File: src/hdl/bd_pkg.sv
`default_nettype none

package bd_pkg;

  ////////////////////////////////////////////////////////////
  // word widths

  localparam int unsigned n_code    = 6;
  localparam int unsigned n_payload = 24;
  localparam int unsigned n_bd_data = 21;
  localparam int unsigned n_route   = 8;
  localparam int unsigned n_leaves  = 34;

  // programming leaves, sent by the host as two halves each
  localparam logic [n_code-1:0] code_ammm = 6'd26;
  localparam logic [n_code-1:0] code_pat  = 6'd27;
  localparam logic [n_code-1:0] code_tat0 = 6'd28;
  localparam logic [n_code-1:0] code_tat1 = 6'd29;

  // unencoded host word
  typedef struct packed {
    logic [n_code-1:0]    code;
    logic [n_payload-1:0] payload;
  } bd_word_t;

  ////////////////////////////////////////////////////////////
  // horn routes, indexed by leaf code

  // wiki routes with the bit order flipped, zero-padded to 8 bits
  // the chip takes the route lsb first
  localparam logic [n_route-1:0] route_table [n_leaves] = '{
    // 0..3: adc, dac[0], dac[10], dac[11]
    8'b00000101, 8'b00001101, 8'b01011101, 8'b00111101,
    // 4..7: dac[12], dac[1], dac[2], dac[3]
    8'b01111101, 8'b10001101, 8'b01001101, 8'b11001101,
    // 8..11: dac[4] to dac[7]
    8'b00101101, 8'b10101101, 8'b01101101, 8'b11101101,
    // 12..15: dac[8], dac[9], delay[0], delay[1]
    8'b00011101, 8'b10011101, 8'b00000001, 8'b00100001,
    // 16..19: delay[2] to delay[5]
    8'b01110001, 8'b11110001, 8'b00001001, 8'b00011001,
    // 20..23: delay[6], init fifo dct, init fifo ht, neuron config
    8'b01011001, 8'b00110001, 8'b00010001, 8'b00000011,
    // 24..27: dump toggle, inject, prog ammm, prog pat
    8'b00001111, 8'b00000111, 8'b00111001, 8'b00101001,
    // 28..31: prog tat0, prog tat1, ri, toggle post fifo 0
    8'b01000001, 8'b01100001, 8'b00000000, 8'b01010001,
    // 32..33: toggle post fifo 1, toggle pre fifo
    8'b11010001, 8'b10010001
  };

  // number of route bits per leaf, which is also the payload shift
  localparam logic [3:0] route_len_table [n_leaves] = '{
    4'd4, 4'd8, 4'd7, 4'd7, 4'd7, 4'd8, 4'd8, 4'd8,
    4'd8, 4'd8, 4'd8, 4'd8, 4'd8, 4'd8, 4'd7, 4'd7,
    4'd8, 4'd8, 4'd6, 4'd7, 4'd7, 4'd7, 4'd8, 4'd3,
    4'd4, 4'd4, 4'd6, 4'd6, 4'd7, 4'd7, 4'd1, 4'd8,
    4'd8, 4'd8
  };

endpackage

`default_nettype wire

File: src/hdl/bd_word_if.sv
`timescale 1ns/100ps
`default_nettype none

// one unencoded word plus valid/ack handshake
// a word moves on a clock edge with valid and ack both high
interface bd_word_if;

  logic             valid;
  bd_pkg::bd_word_t word;
  logic             ack;

  // producer side holds valid and word until acked
  modport source (
    output valid,
    output word,
    input  ack
  );

  // consumer side may look at valid before raising ack
  modport sink (
    input  valid,
    input  word,
    output ack
  );

endinterface

`default_nettype wire

File: src/hdl/bd_leaf_splitter.sv
`timescale 1ns/100ps
`default_nettype none

// sorts host words by leaf code
// programming leaves go to their own lane, everything else to bypass
module bd_leaf_splitter (
  bd_word_if.sink   words_in,
  bd_word_if.source prog_out [4],
  bd_word_if.source bypass_out
);

  // lane order matches the reformatter instances in the top level
  localparam logic [bd_pkg::n_code-1:0] prog_codes [4] = '{
    bd_pkg::code_ammm,
    bd_pkg::code_pat,
    bd_pkg::code_tat0,
    bd_pkg::code_tat1
  };

  logic [3:0] prog_hit;
  logic [3:0] prog_ack;
  logic       is_bypass;

  ////////////////////////////////////////////////////////////
  // programming lanes

  for (genvar i = 0; i < 4; i++) begin : g_prog_lane
    assign prog_hit[i]       = (words_in.word.code == prog_codes[i]);
    // only the matching lane sees valid, all lanes see the word
    assign prog_out[i].valid = words_in.valid & prog_hit[i];
    assign prog_out[i].word  = words_in.word;
    assign prog_ack[i]       = prog_out[i].ack;
  end

  ////////////////////////////////////////////////////////////
  // bypass lane

  // includes codes >= 34, the funnel encoder drops those later
  assign is_bypass        = ~(|prog_hit);
  assign bypass_out.valid = words_in.valid & is_bypass;
  assign bypass_out.word  = words_in.word;

  // ack back from whichever lane the code selects
  assign words_in.ack = (|(prog_ack & prog_hit)) | (bypass_out.ack & is_bypass);

endmodule

`default_nettype wire

File: src/hdl/bd_prog_reformatter.sv
`timescale 1ns/100ps
`default_nettype none

// programming leaf reformatter
// the host sends one programming word as two halves,
// the chip wants it as four chunks, low chunk first:
//   chunk 0 = half0 low bits
//   chunk 1 = half0 high bits, zero padded
//   chunk 2 = half1 low bits
//   chunk 3 = half1 high bits, zero padded
module bd_prog_reformatter #(
  parameter logic [bd_pkg::n_code-1:0] leaf_code   = bd_pkg::code_ammm,
  parameter int unsigned               half_width  = 21,
  parameter int unsigned               chunk_width = 11
) (
  input  logic      clk,
  input  logic      rst,
  bd_word_if.sink   halves_in,
  bd_word_if.source chunks_out
);

  // bits left over in each half after the low chunk
  localparam int unsigned hi_width = half_width - chunk_width;

  logic                          have_half0;
  logic                          busy;
  logic [1:0]                    chunk_idx;
  logic [half_width-1:0]         half0;
  logic [half_width-1:0]         half1;
  logic [half_width-1:0]         cur_half;
  logic [bd_pkg::n_payload-1:0]  chunk;
  logic                          in_xfer;
  logic                          out_xfer;

  ////////////////////////////////////////////////////////////
  // handshakes

  // no new halves while chunks are still going out
  assign halves_in.ack = ~busy;
  assign in_xfer       = halves_in.valid & halves_in.ack;
  assign out_xfer      = chunks_out.valid & chunks_out.ack;

  ////////////////////////////////////////////////////////////
  // control

  always_ff @(posedge clk) begin
    if (rst) begin
      have_half0 <= 1'b0;
      busy       <= 1'b0;
      chunk_idx  <= 2'd0;
    end else begin
      if (in_xfer) begin
        have_half0 <= ~have_half0;
        // second half in, chunk 0 valid next cycle
        if (have_half0) begin
          busy <= 1'b1;
        end
      end
      if (out_xfer) begin
        // wraps back to 0 after chunk 3
        chunk_idx <= chunk_idx + 2'd1;
        if (chunk_idx == 2'd3) begin
          busy <= 1'b0;
        end
      end
    end
  end

  // half storage, first half lands in half0
  always_ff @(posedge clk) begin
    if (in_xfer) begin
      if (!have_half0) begin
        half0 <= halves_in.word.payload[half_width-1:0];
      end else begin
        half1 <= halves_in.word.payload[half_width-1:0];
      end
    end
  end

  ////////////////////////////////////////////////////////////
  // chunk select

  // idx[1] picks the half, idx[0] picks low or high part
  assign cur_half = chunk_idx[1] ? half1 : half0;

  always_comb begin
    chunk = '0;
    if (!chunk_idx[0]) begin
      chunk[chunk_width-1:0] = cur_half[chunk_width-1:0];
    end else begin
      chunk[hi_width-1:0] = cur_half[half_width-1:chunk_width];
    end
  end

  assign chunks_out.valid        = busy;
  assign chunks_out.word.code    = leaf_code;
  assign chunks_out.word.payload = chunk;

endmodule

`default_nettype wire

File: src/hdl/bd_word_arbiter.sv
`timescale 1ns/100ps
`default_nettype none

// five-way round-robin merge into one registered output word
// lanes 0..3 are programming chunks, lane 4 is bypass
module bd_word_arbiter (
  input  logic      clk,
  input  logic      rst,
  bd_word_if.sink   lanes_in [5],
  bd_word_if.source merged_out
);

  localparam int unsigned n_lanes = 5;

  logic [n_lanes-1:0] req;
  logic [n_lanes-1:0] grant;
  logic [2:0]         grant_idx;
  logic               any_grant;
  logic [2:0]         ptr;
  logic               can_load;
  logic               out_valid;
  bd_pkg::bd_word_t   out_word;
  bd_pkg::bd_word_t   lane_word [n_lanes];

  for (genvar i = 0; i < n_lanes; i++) begin : g_lane
    assign req[i]          = lanes_in[i].valid;
    assign lane_word[i]    = lanes_in[i].word;
    assign lanes_in[i].ack = grant[i];
  end

  // output slot is free or being taken this cycle
  assign can_load = ~out_valid | merged_out.ack;

  ////////////////////////////////////////////////////////////
  // round-robin pick

  // search starts one past the last winner
  always_comb begin
    int unsigned idx;
    grant     = '0;
    grant_idx = ptr;
    any_grant = 1'b0;
    for (int k = 1; k <= n_lanes; k++) begin
      idx = ptr + k;
      if (idx >= n_lanes) begin
        idx = idx - n_lanes;
      end
      if (can_load && !any_grant && req[idx]) begin
        any_grant = 1'b1;
        grant_idx = 3'(idx);
      end
    end
    grant[grant_idx] = any_grant;
  end

  ////////////////////////////////////////////////////////////
  // output register

  always_ff @(posedge clk) begin
    if (rst) begin
      out_valid <= 1'b0;
      ptr       <= 3'd0;
    end else if (any_grant) begin
      out_valid <= 1'b1;
      ptr       <= grant_idx;
    end else if (merged_out.ack) begin
      out_valid <= 1'b0;
    end
  end

  always_ff @(posedge clk) begin
    if (any_grant) begin
      out_word <= lane_word[grant_idx];
    end
  end

  assign merged_out.valid = out_valid;
  assign merged_out.word  = out_word;

endmodule

`default_nettype wire

File: src/hdl/bd_funnel_encoder.sv
`timescale 1ns/100ps
`default_nettype none

// leaf code -> horn route encoding
// chip word layout: [ unused | payload | route ]
module bd_funnel_encoder (
  bd_word_if.sink                      words_in,
  output logic                         bd_valid,
  output logic [bd_pkg::n_bd_data-1:0] bd_data,
  input  logic                         bd_ack
);

  logic                                       leaf_ok;
  logic [bd_pkg::n_code-1:0]                  leaf_idx;
  logic [bd_pkg::n_route-1:0]                 route;
  logic [3:0]                                 route_len;
  logic [bd_pkg::n_bd_data-1:0]               route_ext;
  logic [bd_pkg::n_payload+bd_pkg::n_route-1:0] payload_ext;
  logic [bd_pkg::n_payload+bd_pkg::n_route-1:0] payload_shifted;

  ////////////////////////////////////////////////////////////
  // table lookup

  // codes past the table have no route
  assign leaf_ok  = (words_in.word.code < bd_pkg::n_leaves);
  // keep the index in range, result is unused for bad codes
  assign leaf_idx = leaf_ok ? words_in.word.code : '0;

  assign route     = bd_pkg::route_table[leaf_idx];
  assign route_len = bd_pkg::route_len_table[leaf_idx];

  ////////////////////////////////////////////////////////////
  // word assembly

  // widen before shifting so nothing falls off the top early
  assign payload_ext     = {{bd_pkg::n_route{1'b0}}, words_in.word.payload};
  assign payload_shifted = payload_ext << route_len;
  assign route_ext       = {{(bd_pkg::n_bd_data - bd_pkg::n_route){1'b0}}, route};

  // anything above 21 bits is cut off here
  assign bd_data = payload_shifted[bd_pkg::n_bd_data-1:0] | route_ext;

  ////////////////////////////////////////////////////////////
  // handshake

  // bad codes never reach the chip
  assign bd_valid = words_in.valid & leaf_ok;

  // a bad code is swallowed as soon as it shows up
  assign words_in.ack = leaf_ok ? bd_ack : words_in.valid;

endmodule

`default_nettype wire

File: src/hdl/bd_encoder.sv
`timescale 1ns/100ps
`default_nettype none

// downstream encoder top
// host words in, 21-bit chip words out
module bd_encoder #(
  parameter int unsigned ammm_half_width  = 21,
  parameter int unsigned ammm_chunk_width = 11,
  parameter int unsigned pat_half_width   = 14,
  parameter int unsigned pat_chunk_width  = 7,
  parameter int unsigned tat0_half_width  = 16,
  parameter int unsigned tat0_chunk_width = 8,
  parameter int unsigned tat1_half_width  = 16,
  parameter int unsigned tat1_chunk_width = 8
) (
  input  logic                         clk,
  input  logic                         rst,
  input  logic                         in_valid,
  input  logic [bd_pkg::n_code-1:0]    in_code,
  input  logic [bd_pkg::n_payload-1:0] in_payload,
  output logic                         in_ack,
  output logic                         out_valid,
  output logic [bd_pkg::n_bd_data-1:0] out_data,
  input  logic                         out_ack
);

  bd_word_if in_if ();
  bd_word_if prog_if [4] ();
  bd_word_if bypass_if ();
  bd_word_if chunk_if [4] ();
  bd_word_if lane_if [5] ();
  bd_word_if merged_if ();

  // host side ports onto the word channel
  assign in_if.valid        = in_valid;
  assign in_if.word.code    = in_code;
  assign in_if.word.payload = in_payload;
  assign in_ack             = in_if.ack;

  ////////////////////////////////////////////////////////////
  // split by leaf, reformat programming leaves

  bd_leaf_splitter i_splitter (
    .words_in   (in_if),
    .prog_out   (prog_if),
    .bypass_out (bypass_if)
  );

  bd_prog_reformatter #(
    .leaf_code   (bd_pkg::code_ammm),
    .half_width  (ammm_half_width),
    .chunk_width (ammm_chunk_width)
  ) i_ammm (
    .clk        (clk),
    .rst        (rst),
    .halves_in  (prog_if[0]),
    .chunks_out (chunk_if[0])
  );

  bd_prog_reformatter #(
    .leaf_code   (bd_pkg::code_pat),
    .half_width  (pat_half_width),
    .chunk_width (pat_chunk_width)
  ) i_pat (
    .clk        (clk),
    .rst        (rst),
    .halves_in  (prog_if[1]),
    .chunks_out (chunk_if[1])
  );

  bd_prog_reformatter #(
    .leaf_code   (bd_pkg::code_tat0),
    .half_width  (tat0_half_width),
    .chunk_width (tat0_chunk_width)
  ) i_tat0 (
    .clk        (clk),
    .rst        (rst),
    .halves_in  (prog_if[2]),
    .chunks_out (chunk_if[2])
  );

  bd_prog_reformatter #(
    .leaf_code   (bd_pkg::code_tat1),
    .half_width  (tat1_half_width),
    .chunk_width (tat1_chunk_width)
  ) i_tat1 (
    .clk        (clk),
    .rst        (rst),
    .halves_in  (prog_if[3]),
    .chunks_out (chunk_if[3])
  );

  ////////////////////////////////////////////////////////////
  // merge and encode

  // gather the five lanes into one array for the arbiter
  for (genvar i = 0; i < 4; i++) begin : g_chunk_lane
    assign lane_if[i].valid = chunk_if[i].valid;
    assign lane_if[i].word  = chunk_if[i].word;
    assign chunk_if[i].ack  = lane_if[i].ack;
  end

  assign lane_if[4].valid = bypass_if.valid;
  assign lane_if[4].word  = bypass_if.word;
  assign bypass_if.ack    = lane_if[4].ack;

  bd_word_arbiter i_arbiter (
    .clk        (clk),
    .rst        (rst),
    .lanes_in   (lane_if),
    .merged_out (merged_if)
  );

  bd_funnel_encoder i_funnel (
    .words_in (merged_if),
    .bd_valid (out_valid),
    .bd_data  (out_data),
    .bd_ack   (out_ack)
  );

endmodule

`default_nettype wire

File: config.mk
export PLATFORM = sky130hd
export DESIGN_NAME = bd_encoder
export DESIGN_NICKNAME = d
export VERILOG_FILES = /design/src/hdl/bd_pkg.sv /design/src/hdl/bd_word_if.sv /design/src/hdl/bd_leaf_splitter.sv /design/src/hdl/bd_prog_reformatter.sv /design/src/hdl/bd_word_arbiter.sv /design/src/hdl/bd_funnel_encoder.sv /design/src/hdl/bd_encoder.sv
export SDC_FILE = /design/constraint.sdc
export NUM_CORES = 1
export LEC_CHECK = 0
export BUFFER_PORTS_ARGS = -buffer_cell sky130_fd_sc_hd__buf_2
export CORE_MARGIN = 2
export CORE_UTILIZATION = 35
export DETAILED_ROUTE_END_ITERATION = 16
export PLACE_DENSITY = 0.53
export SLEW_MARGIN = 0
export SYNTH_ARGS = -nofsm -noshare
export SYNTH_HDL_FRONTEND = slang
export SYNTH_SLANG_ARGS = --single-unit
File: constraint.sdc
create_clock -name clk -period 4.51 [get_ports clk]
set_clock_uncertainty 0.2 [all_clocks]
set_input_delay 0.451 -clock clk [delete_from_list [all_inputs] [get_ports clk]]
set_output_delay 0.451 -clock clk [all_outputs]
set_load 0.02 [all_outputs]
# [Yosys cells after proc, flatten, opt, wreduce, memory -nomap -nowiden]
# Memories as Yosys holds them, arrays and structs flattened.
# Cells that the tools add are included.
[classes] n_shift=1 n_addsub=14 order_cmp=15 reduce_logical=25 bitwise=32 n_eq_ne=8 muxes=63
[ops] operator="32-bit by 3-bit greater-or-equal comparator with 1-bit output, second input constant" count=5
[ops] operator="32-bit by 4-bit < comparator with 1-bit output, second input constant" count=5
[ops] operator="32-bit two-way mux" count=5
[ops] operator="32-bit by 3-bit subtractor with 32-bit output, second input constant" count=5
[ops] operator="30-bit binary-select mux with 3-bit select" count=1
[ops] operator="30-bit two-way mux" count=2
[ops] operator="16-bit two-way mux" count=2
[ops] operator="8-bit two-way mux" count=4
[ops] operator="1-bit two-way mux" count=31
[ops] operator="6-bit by 5-bit equality test with 1-bit output, second input constant" count=4
[ops] operator="24-bit by 4-bit left shift with 21-bit output" count=1
[ops] operator="21-bit two-way mux" count=1
[ops] operator="21-bit by 8-bit OR with 21-bit output" count=1
[ops] operator="2-bit AND reduction" count=8
[ops] operator="1-bit bitwise AND" count=15
[ops] operator="1-bit binary-select mux with 3-bit select" count=5
[ops] operator="3-bit two-way mux" count=5
[ops] operator="14-bit two-way mux" count=1
[ops] operator="1-bit logical AND" count=10
[ops] operator="10-bit two-way mux" count=1
[ops] operator="1-bit NOT" count=10
[ops] operator="2-bit by 1-bit adder with 2-bit output, second input constant" count=4
[ops] operator="3-bit by 2-bit adder with 4-bit output, second input constant" count=2
[ops] operator="3-bit by 3-bit adder with 4-bit output, second input constant" count=2
[ops] operator="19 further kinds" count=28
[totals] reg_bits=184 out_inout_bits=23 wordCells=184 rom_bits=768 n_memories=2 in_bits=34
[memory_table] name="(no name shown)" words=64 width=8 rd=1 rd_clocked_by_memory_dff=0 wr=0 line_no="bd_funnel_encoder.sv:29" rtl="assign route = bd_pkg::route_table[leaf_idx];"
[memory_table] name="(no name shown)" words=64 width=4 rd=1 rd_clocked_by_memory_dff=0 wr=0 line_no="bd_funnel_encoder.sv:30" rtl="assign route_len = bd_pkg::route_len_table[leaf_idx];"

# [Depth between registers and ports, before layout]
[depth] depth_word=31 mapped_depth=18 mapped_depth_nobuf=14

# [Modules after synthesis]
# A second synthesis with hierarchy kept.
[unflattened] hier_cells=1181 hier_area_um2=12964.9
[modules_own_cells] module="bd_word_arbiter" area_each_um2=3807.4 n_inst=1 cells_each=406
[modules_own_cells] module="bd_prog_reformatter at i_tat0 ..." area_each_um2=1501.4 n_inst=2 cells_each=85
[modules_own_cells] module="bd_prog_reformatter at i_ammm" area_each_um2=1845.5 n_inst=1 cells_each=96
[modules_own_cells] module="bd_funnel_encoder" area_each_um2=1700.4 n_inst=1 cells_each=262
[modules_own_cells] module="bd_prog_reformatter at i_pat" area_each_um2=1366.3 n_inst=1 cells_each=81
[modules_own_cells] module="bd_leaf_splitter" area_each_um2=1242.4 n_inst=1 cells_each=166

# [Least setup slack after synthesis]
# Ideal clock, no wire load.
[synth_path] path_kind="register -> output" startpoint="reg i_arbiter.ptr[0]" endpoint="out in_ack" arrival_ns=4.283 path_buffers=3 required_ns=3.859 stages_incl_launch_ff=13 setup_slack_ns=-0.424 path_cell_list="dfxtp_1 -> buf_2 -> clkinv_1 -> ha_1 -> buf_4 -> a41o_1 -> o21a_1 -> o32a_1 -> a211oi_2 -> or2_1 -> buf_6 -> o2111ai_1 -> a32o_1"
[synth_lines] item="start: declaration" line_no="bd_word_arbiter.sv:19" rtl="logic [2:0] ptr;"
[synth_lines] item="start signal: assignment" line_no="bd_word_arbiter.sv:65" rtl="ptr <= grant_idx;"
[synth_lines] item="3-bit by 1-bit adder with 4-bit output" line_no="bd_word_arbiter.sv:44" rtl="idx = ptr + k;"
[synth_lines] item="32-bit by 3-bit subtractor with 32-bit output / 32-bit by 3-bit greater-or-equal comparator with 1-bit output (equally long branches)" line_no="bd_word_arbiter.sv:46, bd_word_arbiter.sv:45"
[synth_lines] item="32-bit two-way mux" line_no="bd_word_arbiter.sv:45" rtl="if (idx >= n_lanes) begin"
[synth_lines] item="1-bit binary-select mux with 3-bit select" line_no="bd_word_arbiter.sv:48" rtl="if (can_load && !any_grant && req[idx]) begin"
[synth_lines] item="1-bit two-way mux (not written as such)" line_no="bd_word_arbiter.sv:48"
[synth_lines] item="1-bit logical AND" line_no="bd_word_arbiter.sv:48"
[synth_lines] item="1-bit two-way mux" line_no="bd_word_arbiter.sv:48"
[synth_lines] item="1-bit logical NOT" line_no="bd_word_arbiter.sv:48"
[synth_lines] item="[... 10 more ...]"
[synth_lines] item="1-bit two-way mux" line_no="bd_word_arbiter.sv:48"
[synth_lines] item="1-bit logical NOT" line_no="bd_word_arbiter.sv:48"
[synth_lines] item="1-bit logical AND (2 in a row)" line_no="bd_word_arbiter.sv:48"
[synth_lines] item="1-bit two-way mux *" line_no="bd_word_arbiter.sv:48"
[synth_lines] item="net i_arbiter.any_grant" line_no="bd_word_arbiter.sv:18" rtl="logic any_grant;"
[synth_lines] item="5-bit bitwise AND (no source line) *"
[synth_lines] item="1-bit bitwise AND *" line_no="bd_leaf_splitter.sv:44" rtl="assign words_in.ack = (|(prog_ack & prog_hit)) | (bypass_out.ack & is_bypass);"
[synth_lines] item="1-bit OR *" line_no="bd_leaf_splitter.sv:44"
[synth_lines] item="end: declaration" line_no="bd_encoder.sv:21" rtl="output logic in_ack,"
# Mark *: on every way through the listed nets, which the timed path passes. The rest lies on a longest branch. The select of a mux whose other input is x is not followed.

# [Final worst setup path]
[layout_path] startpoint="reg i_arbiter.ptr[0]" endpoint="out in_ack"
[layout_between] elab_chain_cells=30
[layout_lines] item="3-bit by 1-bit adder with 4-bit output" line_no="bd_word_arbiter.sv:44"
[layout_lines] item="32-bit by 3-bit subtractor with 32-bit output / 32-bit by 3-bit greater-or-equal comparator with 1-bit output (equally long branches)" line_no="bd_word_arbiter.sv:46, bd_word_arbiter.sv:45"
[layout_lines] item="32-bit two-way mux" line_no="bd_word_arbiter.sv:45"
[layout_lines] item="1-bit binary-select mux with 3-bit select" line_no="bd_word_arbiter.sv:48"
[layout_lines] item="1-bit two-way mux (not written as such)" line_no="bd_word_arbiter.sv:48"
[layout_lines] item="1-bit logical AND" line_no="bd_word_arbiter.sv:48"
[layout_lines] item="1-bit two-way mux" line_no="bd_word_arbiter.sv:48"
[layout_lines] item="1-bit logical NOT" line_no="bd_word_arbiter.sv:48"
[layout_lines] item="[... 14 more ...]"
[layout_lines] item="3-bit two-way mux" line_no="bd_word_arbiter.sv:48"
[layout_lines] item="3-bit by 4-bit < comparator with 1-bit output (not written as such) / 3-bit by 1-bit greater-or-equal comparator with 1-bit output (equally long branches)" line_no="bd_word_arbiter.sv:53" rtl="grant[grant_idx] = any_grant;"
[layout_lines] item="1-bit logical AND (not written as such)" line_no="bd_word_arbiter.sv:53"
[layout_lines] item="1-bit two-way mux (not written as such)" line_no="bd_word_arbiter.sv:53"
[layout_lines] item="1-bit demux with 3-bit select"
[layout_lines] item="5-bit bitwise AND (no source line) *"
[layout_lines] item="1-bit bitwise AND *" line_no="bd_leaf_splitter.sv:44"
[layout_lines] item="1-bit OR *" line_no="bd_leaf_splitter.sv:44"
# Every way passes the cells marked *; elsewhere a longest branch is shown, timed or not. The select of a mux whose other input is x is not followed.

==> impl_metrics.ini <==
[timing]
finalCritPeriodShare_pct = 97.07
worst_slack_ns = 0.1321
setup_tns_ns = 0
hold_viol = 0
final_max_slew_viol_count = 0
tightestPinTransition_ns = 1.090
finalSetupViolCount = 0
rsz0062_at_grt = yes
hold_slack_ns = 0.04255
timing.fmax_mhz = 228.4
period_minus_slack_ns = 4.378
maxSlewHeadroom_pct = 27.34

[floorplanning]
start_util_pct = 35.46
dieArea_um2 = 29500
core_um2 = 27780
row_count = 61
io-pin-count = 57
dieWidth_um = 171.8
die_h_um = 171.8

[clock_tree]
root_buffer = clkbuf_16
clk_path_buf_depth = 2
clkTransAtPathRegs_ns = 0.07
cts_buffers = 17
htreeDepth = 4
cts_tree = yes
ctsHoldBuffers = 0
clock_sinks = 181
clk_latency_ns = 0.42

[placement]
routabilityCongestion = 0.8526
placed_area_um2 = 10670
dp_cells = 1192
post-place-ws_ns = 0.09867
numPortBuffers = 53
dpl.hpwl_um = 16910

[finish]
fin_util_pct = 40.83
area_growth_pct = 15.14
drive_above_1_share_pct = 25.47
n_antenna_cell = 0
finalNonFillerCells = 1230
num-nets-final = 894
fin_area_um2 = 11340

[critical_path]
r2r_end = i_arbiter.merged_out.word[4]$_DFFE_PN_
critical_path_required_ns = 3.86
cp_cell_sequence = clkinv_2 -> ha_1 -> ha_2 -> inv_2 -> o211ai_1 -> buf_4 -> a211oi_2 -> o22ai_4 -> and3_1 -> o32ai_2 -> a22o_2 -> nand2_1 -> nor3b_2 -> a32o_1 -> buf_2
crit_start = i_arbiter.ptr[0]$_SDFFE_PP0N_
slowest_delay_ns = 0.38
rrSetupSlack_ns = 0.39
critPathMaxFanout = 9
end_kind = output port
r2r-start = i_arbiter.ptr[0]$_SDFFE_PP0N_
arrival_ns = 3.73
endpoint = in_ack
cp_slowest_cell = dfxtp_2
r2r_cells = 14
path_class = register to output port
startpoint_type = register

[synthesis]
syn_inst = 770
yosysTopAreaCellShare_pct = 49.08
synth-edff-count = 161
synth-seq-cells = 181
synthTopCellsByArea = edfxtp_1 49%, mux4_2 7.8%, mux2i_1 7.0%
synthArstFlopShare_pct = 0
postSynthAreaPerCell_um2 = 12.79
syn-num-nets = 824
yosys_warnings = 0
synth_flop_cell = edfxtp_1
synth_cell_types = 82
synth_area_um2 = 9851
ys_seq_area_share_pct = 53.14
yosys.area.top_type = edfxtp_1

[global_routing]
grt-ovfl-total = 0
grt_max_degree = 32
grt_usage_pct = 16.07
grt_pass1_wl_um = 36130
antenna_found_initial = 1
grt_pass1_vias = 6430

[route]
initialDrtViolationCount = 526
route.detailed.drc = 0
wl_per_cell_um = 18.91
routed_via_density = 5.269
dr.pass1.iters = 5
wl_um = 23250
vias = 6481
antenna_left = 0

[pwr]
leakage_nw = 4.126
ir_worst_vdd_uv = 291.9
power_density_nw_per_um2 = 774.3
power_mw = 8.782

[worst_hold_path]
min_path_type = input pin to register

[run_status]
status = completed

[run]
maxCapViolations = 0
worst max-delay path: cells and delay by family, from the launching register on:
family | cells | cell delay, ns
adders and majority gates | 2 | 0.54
AOI/OAI and AO/OA | 6 | 1.26
buffers and inverters | 4 | 0.57
DFF | 1 | 0.38
and+or+nand+nor | 3 | 0.54
area by class of cell:
type                            count  area, um2
Fill cell                        2713      16440
Sequential cell                   181       5236
Multi-Input combinational cell    511       4390
Timing Repair Buffer              102      640.6
Tap cell                          378      473.0
Clock buffer                       20      436.7
Inverter                           27      102.6
Clock inverter                     11      62.56
how the worst min path moves through the flow:
stage,startpoint,to,slack (ns),cells past startpoint
after global routing,in_payload[20],i_ammm.half0[20]$_DFFE_PP_,0.03,1
after CTS,in_payload[20],i_ammm.half0[20]$_DFFE_PP_,0.03,1
after floorplan,i_ammm.have_half0$_SDFFE_PP0P_,i_ammm.have_half0$_SDFFE_PP0P_,0.30,2
after detailed placement,i_tat0.have_half0$_SDFFE_PP0P_,i_tat0.have_half0$_SDFFE_PP0P_,0.33,2
final,in_payload[20],i_ammm.half0[20]$_DFFE_PP_,0.04,1
after global placement,i_tat0.have_half0$_SDFFE_PP0P_,i_tat0.have_half0$_SDFFE_PP0P_,0.32,2
state kept, by name, summed over array words and instances, names as in the netlist, 16 cells and up:
register                   flops
i_ammm.half1                  21
i_ammm.half0                  21
i_tat0.half0                  16
i_arbiter.merged_out.word     27
i_tat1.half0                  16
i_tat0.half1                  16
i_tat1.half1                  16
synthesized netlist by cell type, types with 10 or more instances:
cell type,n
a211oi_1,25
a21oi_1,30
and2_1,15
buf_1,10
clkbuf_1,21
dfxtp_1,20
edfxtp_1,161
ha_1,19
inv_1,25
mux2i_1,69
mux4_2,34
nand2_1,33
nand2b_1,25
nand3_1,18
nor2_1,39
nor2b_1,18
nor3_1,11
o21ai_0,30
xnor2_1,10
metal layers:
metal	vias to the layer above	share of wire, %	global-route usage (%)
met3	28	3.7	2.623
met5	-	0	0
li1	3118	-	-
met2	153	46	25.70
met4	0	1.8	4.056
met1	3182	48	22.79
logic make-up after synthesis:
group	after synthesis	synth area share, %
flops	181	53.14
mux	114	16.27
compound gates	167	11.86
buf+inv	78	3.709
simple gates	199	11.42
xor+xnor	11	0.9780
fa+ha+maj	20	2.617
placed cells by master (no fill, tap or decap), types with 4 or more instances in the layout:
master / instances
a211oi_1: 24
a21boi_0: 4
a21o_1: 5
a21oi_1: 25
a21oi_2: 5
a221o_1: 6
a22oi_1: 6
and2_1: 15
and3_1: 4
buf_2: 53
buf_4: 47
clkbuf_16: 17
clkinv_1: 4
clkinv_2: 4
dfxtp_1: 19
edfxtp_1: 161
ha_1: 16
inv_1: 22
mux2_4: 6
mux2i_1: 69
mux4_2: 34
nand2_1: 33
nand2b_1: 24
nand3_1: 18
nor2_1: 38
nor2b_1: 17
nor3_1: 11
nor4_1: 4
o211ai_1: 5
o21a_1: 4
o21ai_0: 28
o21ai_1: 4
o22ai_1: 8
or3_1: 6
xnor2_1: 8
power by group:
| group | switching, mW | total [mW] | internal (mW) |
|---|---|---|---|
| sequential | 0.169 | 2.32 | 2.15 |
| clock | 0.584 | 1.28 | 0.692 |
| combinational | 3.07 | 5.19 | 2.12 |
repair_timing:
| item | CTS | global route |
|---|---|---|
| endpoints found under the hold margin | 0 | 0 |
| cloned | 0 | 0 |
| endpoints found under the setup margin | 1 | 6 |
| setup buffers | 3 | 4 |
| gates resized for setup | 20 | 9 |
| pin swaps | 6 | 5 |
Note: power is estimated with default switching activity, not from simulation.
